## src/hdl/mst_driver_pkg.sv

```systemverilog
// AXI4-lite traffic master
// Shared types and response prediction

`default_nettype none

package mst_driver_pkg;

    localparam int ADDR_W = 8;
    localparam int ID_W   = 8;
    localparam int DATA_W = 32;
    localparam int STRB_W = DATA_W / 8;

    typedef enum logic [1:0] {
        OKAY   = 2'b00,
        EXOKAY = 2'b01,
        SLVERR = 2'b10,
        DECERR = 2'b11
    } axi_resp_e;

    // AW and W payload, always issued together
    typedef struct packed {
        logic [ADDR_W-1:0] addr;
        logic [ID_W-1:0]   id;
        logic [DATA_W-1:0] data;
        logic [STRB_W-1:0] strb;
    } wr_req_t;

    typedef struct packed {
        logic [ADDR_W-1:0] addr;
        logic [ID_W-1:0]   id;
    } rd_req_t;

    typedef struct packed {
        logic [ID_W-1:0] id;
        axi_resp_e       resp;
    } b_rsp_t;

    typedef struct packed {
        logic [ID_W-1:0]   id;
        axi_resp_e         resp;
        logic [DATA_W-1:0] data;
    } r_rsp_t;

    // Response code the slave must return for an address
    function automatic axi_resp_e expected_resp(input logic [ADDR_W-1:0] addr);
        return axi_resp_e'(addr[3:2]);
    endfunction

    // Read data the slave must return for an address
    function automatic logic [DATA_W-1:0] expected_rdata(input logic [ADDR_W-1:0] addr);
        return {{(DATA_W - ADDR_W){1'b0}}, addr};
    endfunction

endpackage

`default_nettype wire

```

## src/hdl/lfsr32.sv

```systemverilog
// 32-bit Galois LFSR

`timescale 1ns/1ps
`default_nettype none

module lfsr32 #(
    parameter logic [31:0] KEY = 32'hFFFF_FFFF
) (
    input  logic        aclk,
    input  logic        aresetn,
    input  logic        en,
    output logic [31:0] lfsr
);

    // x^32 + x^22 + x^2 + x + 1, right-shifting form
    localparam logic [31:0] POLY = 32'h8020_0003;
    // All-zero state would lock up
    localparam logic [31:0] SEED = (KEY != 32'h0) ? KEY : 32'h1;

    always_ff @(posedge aclk or negedge aresetn) begin
        if (!aresetn) begin
            lfsr <= SEED;
        end else if (en) begin
            lfsr <= {1'b0, lfsr[31:1]} ^ (lfsr[0] ? POLY : 32'h0);
        end
    end

endmodule

`default_nettype wire

```

## src/hdl/req_issuer.sv

```systemverilog
// Random request issuer for one channel

`timescale 1ns/1ps
`default_nettype none

module req_issuer #(
    parameter logic [mst_driver_pkg::ID_W-1:0] MST_ID = 8'h10,
    parameter int                              OSTD_NUM = 4,
    parameter logic [31:0]                     KEY = 32'hFFFF_FFFF,
    localparam int                             SLOT_W = (OSTD_NUM > 1) ? $clog2(OSTD_NUM) : 1
) (
    input  logic                                aclk,
    input  logic                                aresetn,
    input  logic                                en,
    input  logic [mst_driver_pkg::ADDR_W-1:0]   addr_min,
    input  logic [mst_driver_pkg::ADDR_W-1:0]   addr_max,
    input  logic                                ready,
    input  logic                                slot_busy,
    output logic                                valid,
    output logic [SLOT_W-1:0]                   slot,
    output logic [mst_driver_pkg::ADDR_W-1:0]   addr,
    output logic [mst_driver_pkg::DATA_W-1:0]   data,
    output logic [mst_driver_pkg::STRB_W-1:0]   strb
);

    import mst_driver_pkg::*;

    logic [31:0]       lfsr;
    logic [31:0]       pace;
    logic              accept;
    logic [ADDR_W-1:0] raw_addr;

    assign accept = valid & ready;

    // Seed differs per master so several instances do not run in lockstep
    lfsr32 #(
        .KEY (KEY ^ 32'(MST_ID))
    ) u_lfsr (
        .aclk    (aclk),
        .aresetn (aresetn),
        .en      (accept),
        .lfsr    (lfsr)
    );

    //////////////////////////////
    // Valid pacing
    //////////////////////////////

    // Shifts right while idle, so bit 0 gives random gaps
    always_ff @(posedge aclk or negedge aresetn) begin
        if (!aresetn) begin
            pace <= 32'h0;
        end else if (pace == 32'h0 || accept) begin
            pace <= lfsr;
        end else if (!valid) begin
            pace <= pace >> 1;
        end
    end

    assign valid = pace[0] & en & ~slot_busy;

    // Slot index, wraps at OSTD_NUM
    always_ff @(posedge aclk or negedge aresetn) begin
        if (!aresetn) begin
            slot <= '0;
        end else if (accept) begin
            slot <= (slot == SLOT_W'(OSTD_NUM - 1)) ? '0 : slot + 1'b1;
        end
    end

    //////////////////////////////
    // Payload
    //////////////////////////////

    assign raw_addr = lfsr[ADDR_W-1:0];

    // Clamp into the target window, always word aligned
    always_comb begin
        if (raw_addr > addr_max) begin
            addr = {addr_max[ADDR_W-1:2], 2'b00};
        end else if (raw_addr < addr_min) begin
            addr = {addr_min[ADDR_W-1:2], 2'b00};
        end else begin
            addr = {raw_addr[ADDR_W-1:2], 2'b00};
        end
    end

    assign data = lfsr[DATA_W-1:0];
    assign strb = lfsr[31 -: STRB_W];

endmodule

`default_nettype wire

```

## src/hdl/ready_pacer.sv

```systemverilog
// Random ready for a response channel

`timescale 1ns/1ps
`default_nettype none

module ready_pacer #(
    parameter logic [31:0] KEY = 32'hFFFF_FFFF
) (
    input  logic aclk,
    input  logic aresetn,
    input  logic valid,
    output logic ready
);

    logic [31:0] lfsr;
    logic [31:0] pace;
    logic        fire;

    assign fire = valid & ready;

    lfsr32 #(
        .KEY (KEY)
    ) u_lfsr (
        .aclk    (aclk),
        .aresetn (aresetn),
        .en      (fire),
        .lfsr    (lfsr)
    );

    // Ready holds once high, until the handshake reloads the pattern
    always_ff @(posedge aclk or negedge aresetn) begin
        if (!aresetn) begin
            pace <= 32'h0;
        end else if (pace == 32'h0 || fire) begin
            pace <= lfsr;
        end else if (!ready) begin
            pace <= pace >> 1;
        end
    end

    assign ready = pace[0];

endmodule

`default_nettype wire

```

## src/hdl/ostd_tracker.sv

```systemverilog
// Outstanding request table and response checker

`timescale 1ns/1ps
`default_nettype none

module ostd_tracker #(
    parameter int  OSTD_NUM = 4,
    parameter int  TIMEOUT = 100,
    parameter bit  CHECK_DATA = 1'b0,
    localparam int SLOT_W = (OSTD_NUM > 1) ? $clog2(OSTD_NUM) : 1
) (
    input  logic                                aclk,
    input  logic                                aresetn,
    input  logic                                accept,
    input  logic [SLOT_W-1:0]                   slot,
    input  logic [mst_driver_pkg::ID_W-1:0]     req_id,
    input  logic [mst_driver_pkg::ADDR_W-1:0]   req_addr,
    output logic                                slot_busy,
    input  logic                                rsp_fire,
    input  logic [mst_driver_pkg::ID_W-1:0]     rsp_id,
    input  mst_driver_pkg::axi_resp_e           rsp_resp,
    input  logic [mst_driver_pkg::DATA_W-1:0]   rsp_data,
    output logic                                error
);

    import mst_driver_pkg::*;

    // Counter saturates one above TIMEOUT so each request times out once
    localparam int TMR_W = $clog2(TIMEOUT + 2);

    logic [OSTD_NUM-1:0] busy;
    logic [ID_W-1:0]     slot_id  [OSTD_NUM];
    axi_resp_e           exp_resp [OSTD_NUM];
    logic [DATA_W-1:0]   exp_data [OSTD_NUM];
    logic [TMR_W-1:0]    tmr      [OSTD_NUM];
    logic [OSTD_NUM-1:0] rsp_hit;
    logic [OSTD_NUM-1:0] mismatch;
    logic [OSTD_NUM-1:0] expired;

    assign slot_busy = busy[slot];

    // Expectations captured at acceptance
    always_ff @(posedge aclk) begin
        if (accept) begin
            slot_id[slot]  <= req_id;
            exp_resp[slot] <= expected_resp(req_addr);
            // Only compared on the read path
            exp_data[slot] <= expected_rdata(req_addr);
        end
    end

    //////////////////////////////
    // Response match
    //////////////////////////////

    always_comb begin
        for (int i = 0; i < OSTD_NUM; i++) begin
            rsp_hit[i]  = rsp_fire && busy[i] && (slot_id[i] == rsp_id);
            mismatch[i] = rsp_hit[i] &&
                          ((exp_resp[i] != rsp_resp) ||
                           (CHECK_DATA && (exp_data[i] != rsp_data)));
            expired[i]  = busy[i] && (tmr[i] == TMR_W'(TIMEOUT));
        end
    end

    //////////////////////////////
    // Slot state and timers
    //////////////////////////////

    always_ff @(posedge aclk or negedge aresetn) begin
        if (!aresetn) begin
            busy  <= '0;
            error <= 1'b0;
            for (int i = 0; i < OSTD_NUM; i++) begin
                tmr[i] <= '0;
            end
        end else begin
            for (int i = 0; i < OSTD_NUM; i++) begin
                if (accept && slot == SLOT_W'(i)) begin
                    busy[i] <= 1'b1;
                end else if (rsp_hit[i]) begin
                    busy[i] <= 1'b0;
                end
                if (!busy[i]) begin
                    tmr[i] <= '0;
                end else if (tmr[i] != TMR_W'(TIMEOUT + 1)) begin
                    tmr[i] <= tmr[i] + 1'b1;
                end
            end
            error <= (|mismatch) || (|expired);
        end
    end

endmodule

`default_nettype wire

```

## src/hdl/mst_driver.sv

```systemverilog
// AXI4-lite traffic master top level

`timescale 1ns/1ps
`default_nettype none

module mst_driver #(
    parameter logic [mst_driver_pkg::ID_W-1:0] MST_ID = 8'h10,
    parameter int                              OSTD_NUM = 4,
    parameter int                              TIMEOUT = 100,
    parameter logic [31:0]                     KEY = 32'hFFFF_FFFF
) (
    input  logic                              aclk,
    input  logic                              aresetn,
    input  logic                              en,
    input  logic [mst_driver_pkg::ADDR_W-1:0] addr_min,
    input  logic [mst_driver_pkg::ADDR_W-1:0] addr_max,
    output logic                              error,
    output logic                              awvalid,
    output logic                              wvalid,
    input  logic                              awready,
    input  logic                              wready,
    output mst_driver_pkg::wr_req_t           aw_req,
    input  logic                              bvalid,
    output logic                              bready,
    input  mst_driver_pkg::b_rsp_t            b_rsp,
    output logic                              arvalid,
    input  logic                              arready,
    output mst_driver_pkg::rd_req_t           ar_req,
    input  logic                              rvalid,
    output logic                              rready,
    input  logic                              rlast,
    input  mst_driver_pkg::r_rsp_t            r_rsp
);

    import mst_driver_pkg::*;

    localparam int SLOT_W = (OSTD_NUM > 1) ? $clog2(OSTD_NUM) : 1;

    logic              wr_accept;
    logic              wr_busy;
    logic [SLOT_W-1:0] wr_slot;
    logic              wr_error;
    logic              rd_accept;
    logic              rd_busy;
    logic [SLOT_W-1:0] rd_slot;
    logic              rd_error;

    //////////////////////////////
    // Write path
    //////////////////////////////

    assign wvalid    = awvalid;
    assign wr_accept = awvalid & awready & wready;
    assign aw_req.id = MST_ID + ID_W'(wr_slot);

    req_issuer #(.MST_ID(MST_ID), .OSTD_NUM(OSTD_NUM), .KEY(KEY)) u_wr_issuer (
        .aclk (aclk), .aresetn (aresetn), .en (en),
        .addr_min (addr_min), .addr_max (addr_max),
        .ready (awready & wready), .slot_busy (wr_busy),
        .valid (awvalid), .slot (wr_slot),
        .addr (aw_req.addr), .data (aw_req.data), .strb (aw_req.strb)
    );

    ready_pacer #(.KEY(KEY ^ 32'hA5A5_0F0F)) u_b_pacer (
        .aclk (aclk), .aresetn (aresetn), .valid (bvalid), .ready (bready)
    );

    ostd_tracker #(.OSTD_NUM(OSTD_NUM), .TIMEOUT(TIMEOUT), .CHECK_DATA(1'b0)) u_wr_tracker (
        .aclk (aclk), .aresetn (aresetn),
        .accept (wr_accept), .slot (wr_slot),
        .req_id (aw_req.id), .req_addr (aw_req.addr), .slot_busy (wr_busy),
        .rsp_fire (bvalid & bready), .rsp_id (b_rsp.id), .rsp_resp (b_rsp.resp),
        .rsp_data ('0), .error (wr_error)
    );

    //////////////////////////////
    // Read path
    //////////////////////////////

    assign rd_accept = arvalid & arready;
    assign ar_req.id = MST_ID + ID_W'(rd_slot);

    req_issuer #(.MST_ID(MST_ID), .OSTD_NUM(OSTD_NUM), .KEY(KEY ^ 32'h5A5A_5A5A)) u_rd_issuer (
        .aclk (aclk), .aresetn (aresetn), .en (en),
        .addr_min (addr_min), .addr_max (addr_max),
        .ready (arready), .slot_busy (rd_busy),
        .valid (arvalid), .slot (rd_slot),
        .addr (ar_req.addr), .data (), .strb ()
    );

    ready_pacer #(.KEY(KEY ^ 32'h0F0F_A5A5)) u_r_pacer (
        .aclk (aclk), .aresetn (aresetn), .valid (rvalid), .ready (rready)
    );

    // Only the last beat closes a read
    ostd_tracker #(.OSTD_NUM(OSTD_NUM), .TIMEOUT(TIMEOUT), .CHECK_DATA(1'b1)) u_rd_tracker (
        .aclk (aclk), .aresetn (aresetn),
        .accept (rd_accept), .slot (rd_slot),
        .req_id (ar_req.id), .req_addr (ar_req.addr), .slot_busy (rd_busy),
        .rsp_fire (rvalid & rready & rlast), .rsp_id (r_rsp.id), .rsp_resp (r_rsp.resp),
        .rsp_data (r_rsp.data), .error (rd_error)
    );

    assign error = wr_error | rd_error;

endmodule

`default_nettype wire

```

## config.mk

```make
export PLATFORM = sky130hd
export DESIGN_NAME = mst_driver
export DESIGN_NICKNAME = d
export VERILOG_FILES = /design/src/hdl/mst_driver_pkg.sv /design/src/hdl/lfsr32.sv /design/src/hdl/req_issuer.sv /design/src/hdl/ready_pacer.sv /design/src/hdl/ostd_tracker.sv /design/src/hdl/mst_driver.sv
export SDC_FILE = /design/constraint.sdc
export NUM_CORES = 1
export LEC_CHECK = 0
export ABC_CLOCK_PERIOD_IN_PS = 3400
export BUFFER_PORTS_ARGS = -buffer_cell sky130_fd_sc_hd__buf_2
export CORE_ASPECT_RATIO = 1.25
export CORE_MARGIN = 4
export CORE_UTILIZATION = 28
export DETAILED_ROUTE_END_ITERATION = 10
export PLACE_DENSITY = 0.54
export REMOVE_ABC_BUFFERS = 1
export SYNTH_ARGS = -nofsm -noshare
export SYNTH_HDL_FRONTEND = slang
export SYNTH_SLANG_ARGS = --single-unit
export TNS_END_PERCENT = 1
```

## constraint.sdc

```tcl
create_clock -name aclk -period 3.4 [get_ports aclk]
set_clock_uncertainty 0.2 [all_clocks]
set_input_delay 0.68 -clock aclk [delete_from_list [all_inputs] [get_ports aclk]]
set_output_delay 0.68 -clock aclk [all_outputs]
set_load 0.03 [all_outputs]
```

; ---- After elaboration in Yosys (flattened, before gate mapping)
; Memories as Yosys holds them, arrays and structs flattened.
; Cells that the tools add are included.
[totals]
regBits = 326
ramBits = 96
input_bits = 77
out_inout_bits = 74
word_cells = 252
n_memories = 5
[mem_list]
columns = memory, depth, width, read_ports, rd_ports_with_merged_regs, wr, line
row1 = u_rd_tracker.exp_data, 4, 8, 4, 0, 1, ostd_tracker.sv:34  ; logic [DATA_W-1:0] exp_data [OSTD_NUM];
row2 = u_rd_tracker.slot_id, 4, 6, 4, 0, 1, ostd_tracker.sv:32  ; logic [ID_W-1:0] slot_id [OSTD_NUM];
row3 = u_wr_tracker.slot_id, 4, 6, 4, 0, 1, ostd_tracker.sv:32
row4 = u_rd_tracker.exp_resp, 4, 2, 4, 0, 1, ostd_tracker.sv:33  ; axi_resp_e exp_resp [OSTD_NUM];
row5 = u_wr_tracker.exp_resp, 4, 2, 4, 0, 1, ostd_tracker.sv:33
[classes]
add_sub_neg = 12
order_cmp = 6
eq_ne = 54
mux = 58
bitwise = 19
n_reduce_logical = 68
[op_table]
columns = cell, count
row1 = 2-to-1 mux 32 bit, 12
row2 = logical NOT 32 bit, 4
row3 = inequality test 32 bit, 4
row4 = bitwise XOR 31 x 32 -> 32 bit, 4
row5 = 2-to-1 mux 7 bit, 16
row6 = == test 8 bit, 8
row7 = "adder 7 x 1 -> 7 bit, second input constant", 8
row8 = "== test 7 bit, second input constant", 8
row9 = "inequality test 7 bit, second input constant", 8
row10 = logical AND 1 bit, 40
row11 = 2-to-1 mux 8 bit, 4
row12 = 2-to-1 mux 1 bit, 22
row13 = "inequality test 2 bit, second input constant", 11
row14 = > comparator 8 bit, 2
row15 = < comparator 8 bit, 2
row16 = inequality test 2 bit, 8
row17 = nonzero test 2 bit, 8
row18 = OR reduction 4 bit, 4
row19 = "adder 5 x 2 -> 6 bit, first input constant", 2
row20 = AND 1 bit, 12
row21 = logical OR 1 bit, 10
row22 = "== test 2 bit, second input constant", 4
row23 = "< comparator 2 x 3 -> 1 bit, second input constant", 2
row24 = "adder 2 x 1 -> 2 bit, second input constant", 2
row25 = 7 further kinds, 12

; ---- Depth between registers and ports, before layout
[depth]
depth_word = 8
depth_mapped = 9

; ---- Hierarchy
; Synthesis repeated with hierarchy kept, for this count alone.
[unflattened]
cells_unflattened = 1599
area_unflattened_um2 = 21366.7
[by_module_without_submodules]
columns = module, instances, cells_per_inst, area_per_inst_um2
row1 = ostd_tracker at u_rd_tracker, 1, 358, 4584.4
row2 = ready_pacer, 2, 117, 1765.4
row3 = ostd_tracker at u_wr_tracker, 1, 277, 3415.8
row4 = lfsr32 at u_b_pacer.u_lfsr ..., 2, 73, 1351.3
row5 = req_issuer at u_rd_issuer, 1, 216, 2180.8
row6 = req_issuer at u_wr_issuer, 1, 201, 2087.0
row7 = lfsr32 at u_wr_issuer.u_lfsr, 1, 73, 1370.1
row8 = lfsr32 at u_rd_issuer.u_lfsr, 1, 73, 1352.5
row9 = mst_driver, 1, 21, 142.6

; ---- Least setup slack after synthesis
; No wires, ideal clock.
[synth_timing]
kind = in2out
from = input addr_max[2] (netlist bit)
to = output ar_req[10] (netlist bit)
t_arrival_ns = 2.673
t_required_ns = 2.520
slack_ns = -0.153
stages = 7
path_buffers = 0
path_cell_list = inv_1 -> ha_1 -> a21o_1 -> a221o_1 -> a221oi_2 -> nor3_1 -> a31oi_1
[synth_lines]
columns = element, line
row1 = from (decl), mst_driver.sv:16  ; input logic [mst_driver_pkg::ADDR_W-1:0] addr_max,
row2 = to (decl), mst_driver.sv:28  ; output mst_driver_pkg::rd_req_t ar_req,

==> impl_summary.log <==
INFO  metric outcome = finished with violations
INFO  metric cts_buffers = 43
INFO  metric clk_pin_slew_worst_paths = approximately 0.06 ns
INFO  metric dpl.cell_count = 2587
INFO  metric worst_setup_sp_type = register
INFO  metric worst_setup_path_end_kind = output port
INFO  metric ant_nets = 0
INFO  metric violations = setup timing
INFO  metric yosys_register_bits = 374
INFO  metric p_leak = approximately 9.4 nW
INFO  metric place.gp.congestion = 0.900
INFO  metric wl = 42300 um
INFO  metric p_total = 0.00979 W
INFO  metric hold_path_end = u_b_pacer.u_lfsr.lfsr[0]
INFO  metric worstRegToRegCells = 9
INFO  metric instances_no_fill = 2674
INFO  metric crit_path_cell_trace = ha_4, a21o_1, a221o_1, a221oi_2, buf_4, or2_4, a31oi_1, buf_4, buf_6
INFO  metric cts_tree = yes
INFO  metric ios = between 150 and 200
INFO  metric netlist_instances = between 1500 and 2000
INFO  metric fp-row-count = 104
INFO  metric detailedRoute.firstIterationViolations = 602
INFO  metric route.detailed.drc = 0
INFO  metric period_share = 1.11
INFO  metric htree_num_levels = 2
INFO  metric grt_setup_unrepaired = yes
INFO  metric timing.setup.critical_path_class = register to output port
INFO  metric final_area = 21800 um^2
INFO  metric grt_max_degree = 76
INFO  metric maxSlewViolCount = 0
INFO  metric synth.cell_area = 18300 um^2
INFO  metric vias = 12600
INFO  metric ctsRootBufferMaster = sky130_fd_sc_hd__clkbuf_16
INFO  metric final.setup.tns = -3.68 ns
INFO  metric area_growth_from_synthesis_to_final_layout = 19.2%
INFO  metric max-cap-violations = 0
INFO  metric worst-r2r-setup-slack = 0.61 ns
INFO  metric regToRegEndpoint = u_rd_tracker.exp_resp[3][0]
INFO  metric wl_cell = 15.8 um
INFO  metric initial_utilization = 0.284
INFO  metric post_route_cells_drive_above_1_share = 0.293
INFO  metric grt_pass1_wl = 68900 um
INFO  metric die_boundary_height = 294 um
INFO  metric synth_ff_type = sky130_fd_sc_hd__dfrtp_1
INFO  metric achievable-frequency = between 200 and 300 MHz
INFO  metric max-clock-path-buffers = 3
INFO  metric grt_pass1_vias = 12900
INFO  metric timing.hold.worst.class = primary input to register
INFO  metric timing_worst_slew_pin_value = approximately 1.2 ns
INFO  metric depth_of_the_worst_hold_timing_path = 3
INFO  metric layout.filler_cells = 6518
INFO  metric via_per_inst = 4.73
INFO  metric timing.final.crit_period = 3.76 ns
INFO  metric number_of_distinct_standard_cells_referenced_by_the_synthesized_netlist = 59
INFO  metric worst_stage_delay_on_the_critical_path = ~0.56 ns
INFO  metric timing.final.ws_setup = -0.358 ns
INFO  metric post_synth.cell_area_avg = 11.3 um^2
INFO  metric clock_latency = 0.55 ns
INFO  metric gr-total-overflow = 0
INFO  metric placeableCoreArea = 64500 um^2
INFO  metric io_buffer_count = 134
INFO  metric synth_seq_area_share = 0.530
INFO  metric post_synth_edffs = between 40 and 50
INFO  metric origin_of_the_critical_flop_to_flop_path = u_rd_issuer.u_lfsr.lfsr[2]
INFO  metric die_area = 69500 um^2
INFO  metric clock_sink_count = 374
INFO  metric drt_pre_antenna_iters = 5
INFO  metric cell_type_group_with_the_largest_total_delay_on_the_critical_path = compound AO/OA/AOI/OAI gates
INFO  metric nNetsFinal = 1930
INFO  metric critPathBufInv = 3
INFO  metric cp_slowest_cell = sky130_fd_sc_hd__dfstp_2
INFO  metric path_common_cell = sky130_fd_sc_hd__buf_4
INFO  metric globalRouteTotalUtil = 0.120
INFO  metric antenna_violations_before_repair = 1
INFO  metric worst_hold_startpoint = bvalid
INFO  metric worst_hold_slack = approximately 0.23 ns
INFO  metric timing.max_slew.rel_slack = 0.207
INFO  metric ir_drop = 0.000279 V
INFO  metric report.final.hold_viol_count = 0
INFO  metric hpwlAfterDp = 29800 um
INFO  metric die_w = ~240 um
INFO  metric yosysWarnings = 0
INFO  metric dpl_cell_area = 20300 um^2
INFO  metric required = about 2.5 ns
INFO  metric asyncSetResetFlopFracSynth = 0.872
INFO  metric setup-violations-final = 12
INFO  metric power.density_cell_area = 449 nW/um^2
INFO  metric crit_arrival = 2.88 ns
INFO  metric cp_max_fo = 7
power breakdown:
| group | switching, W | total (W) | internal (W) | leakage [nW] |
|---|---|---|---|---|
| clock | 0.00186 | 0.00462 | 0.00275 | 0.704 |
| combinational | 0.000438 | 0.000632 | 0.000194 | 4.06 |
| sequential | 0.00000384 | 0.00454 | 0.00454 | 4.65 |
through the flow:
step | worst slack, ns | utilization
after CTS | -0.361 | 0.338
final | -0.358 | 0.338
after global placement | -0.328 | 0.314
after detailed placement | -0.339 | 0.314
after floorplan | -1.59 | -
after global routing | -0.473 | 0.338
layer usage:
layer / up-vias / GRT usage / routed length [um]
met1: 6249 / 0.159 / 19300
met4: 0 / 0.0360 / 1040
li1: 6101 / - / -
met2: 236 / 0.199 / 20000
met3: 63 / 0.0227 / 1940
met5: - / 0 / 0
kinds of logic (layout without fill, tap and decap cells):
| logic type | after synthesis | after routing | synth area share |
|---|---|---|---|
| buffers and inverters | 170 | 364 | 0.0427 |
| multiplexers | 204 | 204 | 0.123 |
| other | 2 | 17 | 0.000410 |
| flip-flops | 374 | 374 | 0.530 |
| adder cells (fa/ha/maj) | 62 | 62 | 0.0424 |
| AO/OA/AOI/OAI | 273 | 273 | 0.102 |
| AND/OR/NAND/NOR | 457 | 457 | 0.123 |
| XOR/XNOR | 75 | 75 | 0.0359 |
Yosys cell counts (all sizes together), types with 37 or more instances:
master / count / share of area
inv: 68 / 0.014
nand3: 37 / 0.010
nor2: 58 / 0.012
nor4: 43 / 0.016
xnor2: 72 / 0.034
ha: 62 / 0.042
mux2i: 49 / 0.027
dfstp: 80 / 0.11
nand2: 173 / 0.035
clkbuf: 53 / 0.011
dfrtp: 246 / 0.34
o21ai: 91 / 0.025
edfxtp: 48 / 0.079
mux2: 154 / 0.095
buf: 49 / 0.018
worst max-delay path by stage:
stage,start,slack [ns],cells past startpoint,endpoint
2_1_floorplan,u_r_pacer.pace[0],-1.59,3,u_r_pacer.pace[11]
5_1_grt,u_rd_issuer.u_lfsr.lfsr[2],-0.47,9,ar_req[13]
4_1_cts,u_rd_issuer.u_lfsr.lfsr[2],-0.36,9,ar_req[10]
6_report,u_rd_issuer.u_lfsr.lfsr[2],-0.36,9,ar_req[10]
3_3_place_gp,addr_max[1],-0.33,11,ar_req[14]
3_5_place_dp,addr_max[1],-0.34,11,ar_req[14]
state kept, by name, indices dropped and copies added, names as in the netlist, 20 cells and up:
| register | cells |
|---|---|
| u_r_pacer.u_lfsr.lfsr | 32 |
| u_rd_issuer.pace | 32 |
| u_rd_tracker.tmr | 28 |
| u_wr_issuer.u_lfsr.lfsr | 32 |
| u_rd_issuer.u_lfsr.lfsr | 32 |
| u_rd_tracker.exp_data | 20 |
| u_b_pacer.u_lfsr.lfsr | 32 |
| u_wr_issuer.pace | 32 |
| u_wr_tracker.tmr | 28 |
| u_r_pacer.pace | 32 |
| u_b_pacer.pace | 32 |
cell usage in the layout (no fill, tap or decap), types with 11 or more instances in the layout:
master / n
sky130_fd_sc_hd__buf_2: 121
sky130_fd_sc_hd__a221o_1: 35
sky130_fd_sc_hd__dfrtp_1: 245
sky130_fd_sc_hd__edfxtp_1: 48
sky130_fd_sc_hd__xnor2_1: 72
sky130_fd_sc_hd__nor2b_1: 11
sky130_fd_sc_hd__a31oi_1: 20
sky130_fd_sc_hd__buf_4: 80
sky130_fd_sc_hd__o21ai_0: 86
sky130_fd_sc_hd__nor2_1: 56
sky130_fd_sc_hd__mux2i_1: 49
sky130_fd_sc_hd__nand2b_1: 12
sky130_fd_sc_hd__and2_1: 32
sky130_fd_sc_hd__inv_1: 68
sky130_fd_sc_hd__or3_1: 13
sky130_fd_sc_hd__conb_1: 16
sky130_fd_sc_hd__a21oi_1: 29
sky130_fd_sc_hd__nand4_1: 17
sky130_fd_sc_hd__o221ai_1: 25
sky130_fd_sc_hd__clkbuf_16: 45
sky130_fd_sc_hd__a21o_1: 11
sky130_fd_sc_hd__mux2_2: 153
sky130_fd_sc_hd__nor4_1: 42
sky130_fd_sc_hd__nand2_1: 173
sky130_fd_sc_hd__nand3_1: 37
sky130_fd_sc_hd__nor3_1: 29
sky130_fd_sc_hd__dfstp_2: 80
sky130_fd_sc_hd__a21boi_0: 19
sky130_fd_sc_hd__ha_1: 60
sky130_fd_sc_hd__o211ai_1: 25
worst register-to-register path, stage by stage, from the launching register on:
cell,delay (ns)
sky130_fd_sc_hd__dfstp_2,0.56
sky130_fd_sc_hd__ha_4,0.20
sky130_fd_sc_hd__a21o_1,0.15
sky130_fd_sc_hd__a221o_1,0.32
sky130_fd_sc_hd__a221oi_2,0.32
sky130_fd_sc_hd__buf_4,0.21
sky130_fd_sc_hd__or2_4,0.15
sky130_fd_sc_hd__a31oi_1,0.09
sky130_fd_sc_hd__buf_4,0.18
sky130_fd_sc_hd__buf_4,0.16
repair_timing:
| action | in CTS | in global routing |
|---|---|---|
| cloned | 0 | 0 |
| hold endpoints to repair | 39 | 0 |
| resized for setup | 24 | 0 |
| hold buffers | 1 | 0 |
| setup endpoints to repair | 12 | 12 |
| pin swaps | 7 | 0 |
| buffers inserted | 6 | 0 |
layout make-up:
class | instances | area [um^2] | area share
Inverter | 68 | 255 | 0.0117
Antenna cell | 1 | 2.50 | 0.000115
Multi-Input combinational cell | 1087 | 7940 | 0.364
Timing Repair Buffer | 217 | 1440 | 0.0661
Clock inverter | 16 | 139 | 0.00637
Sequential cell | 374 | 9700 | 0.445
Clock buffer | 63 | 1270 | 0.0584
Tap cell | 848 | 1060 | 0.0486
Note: power is estimated with default switching activity, not from simulation.
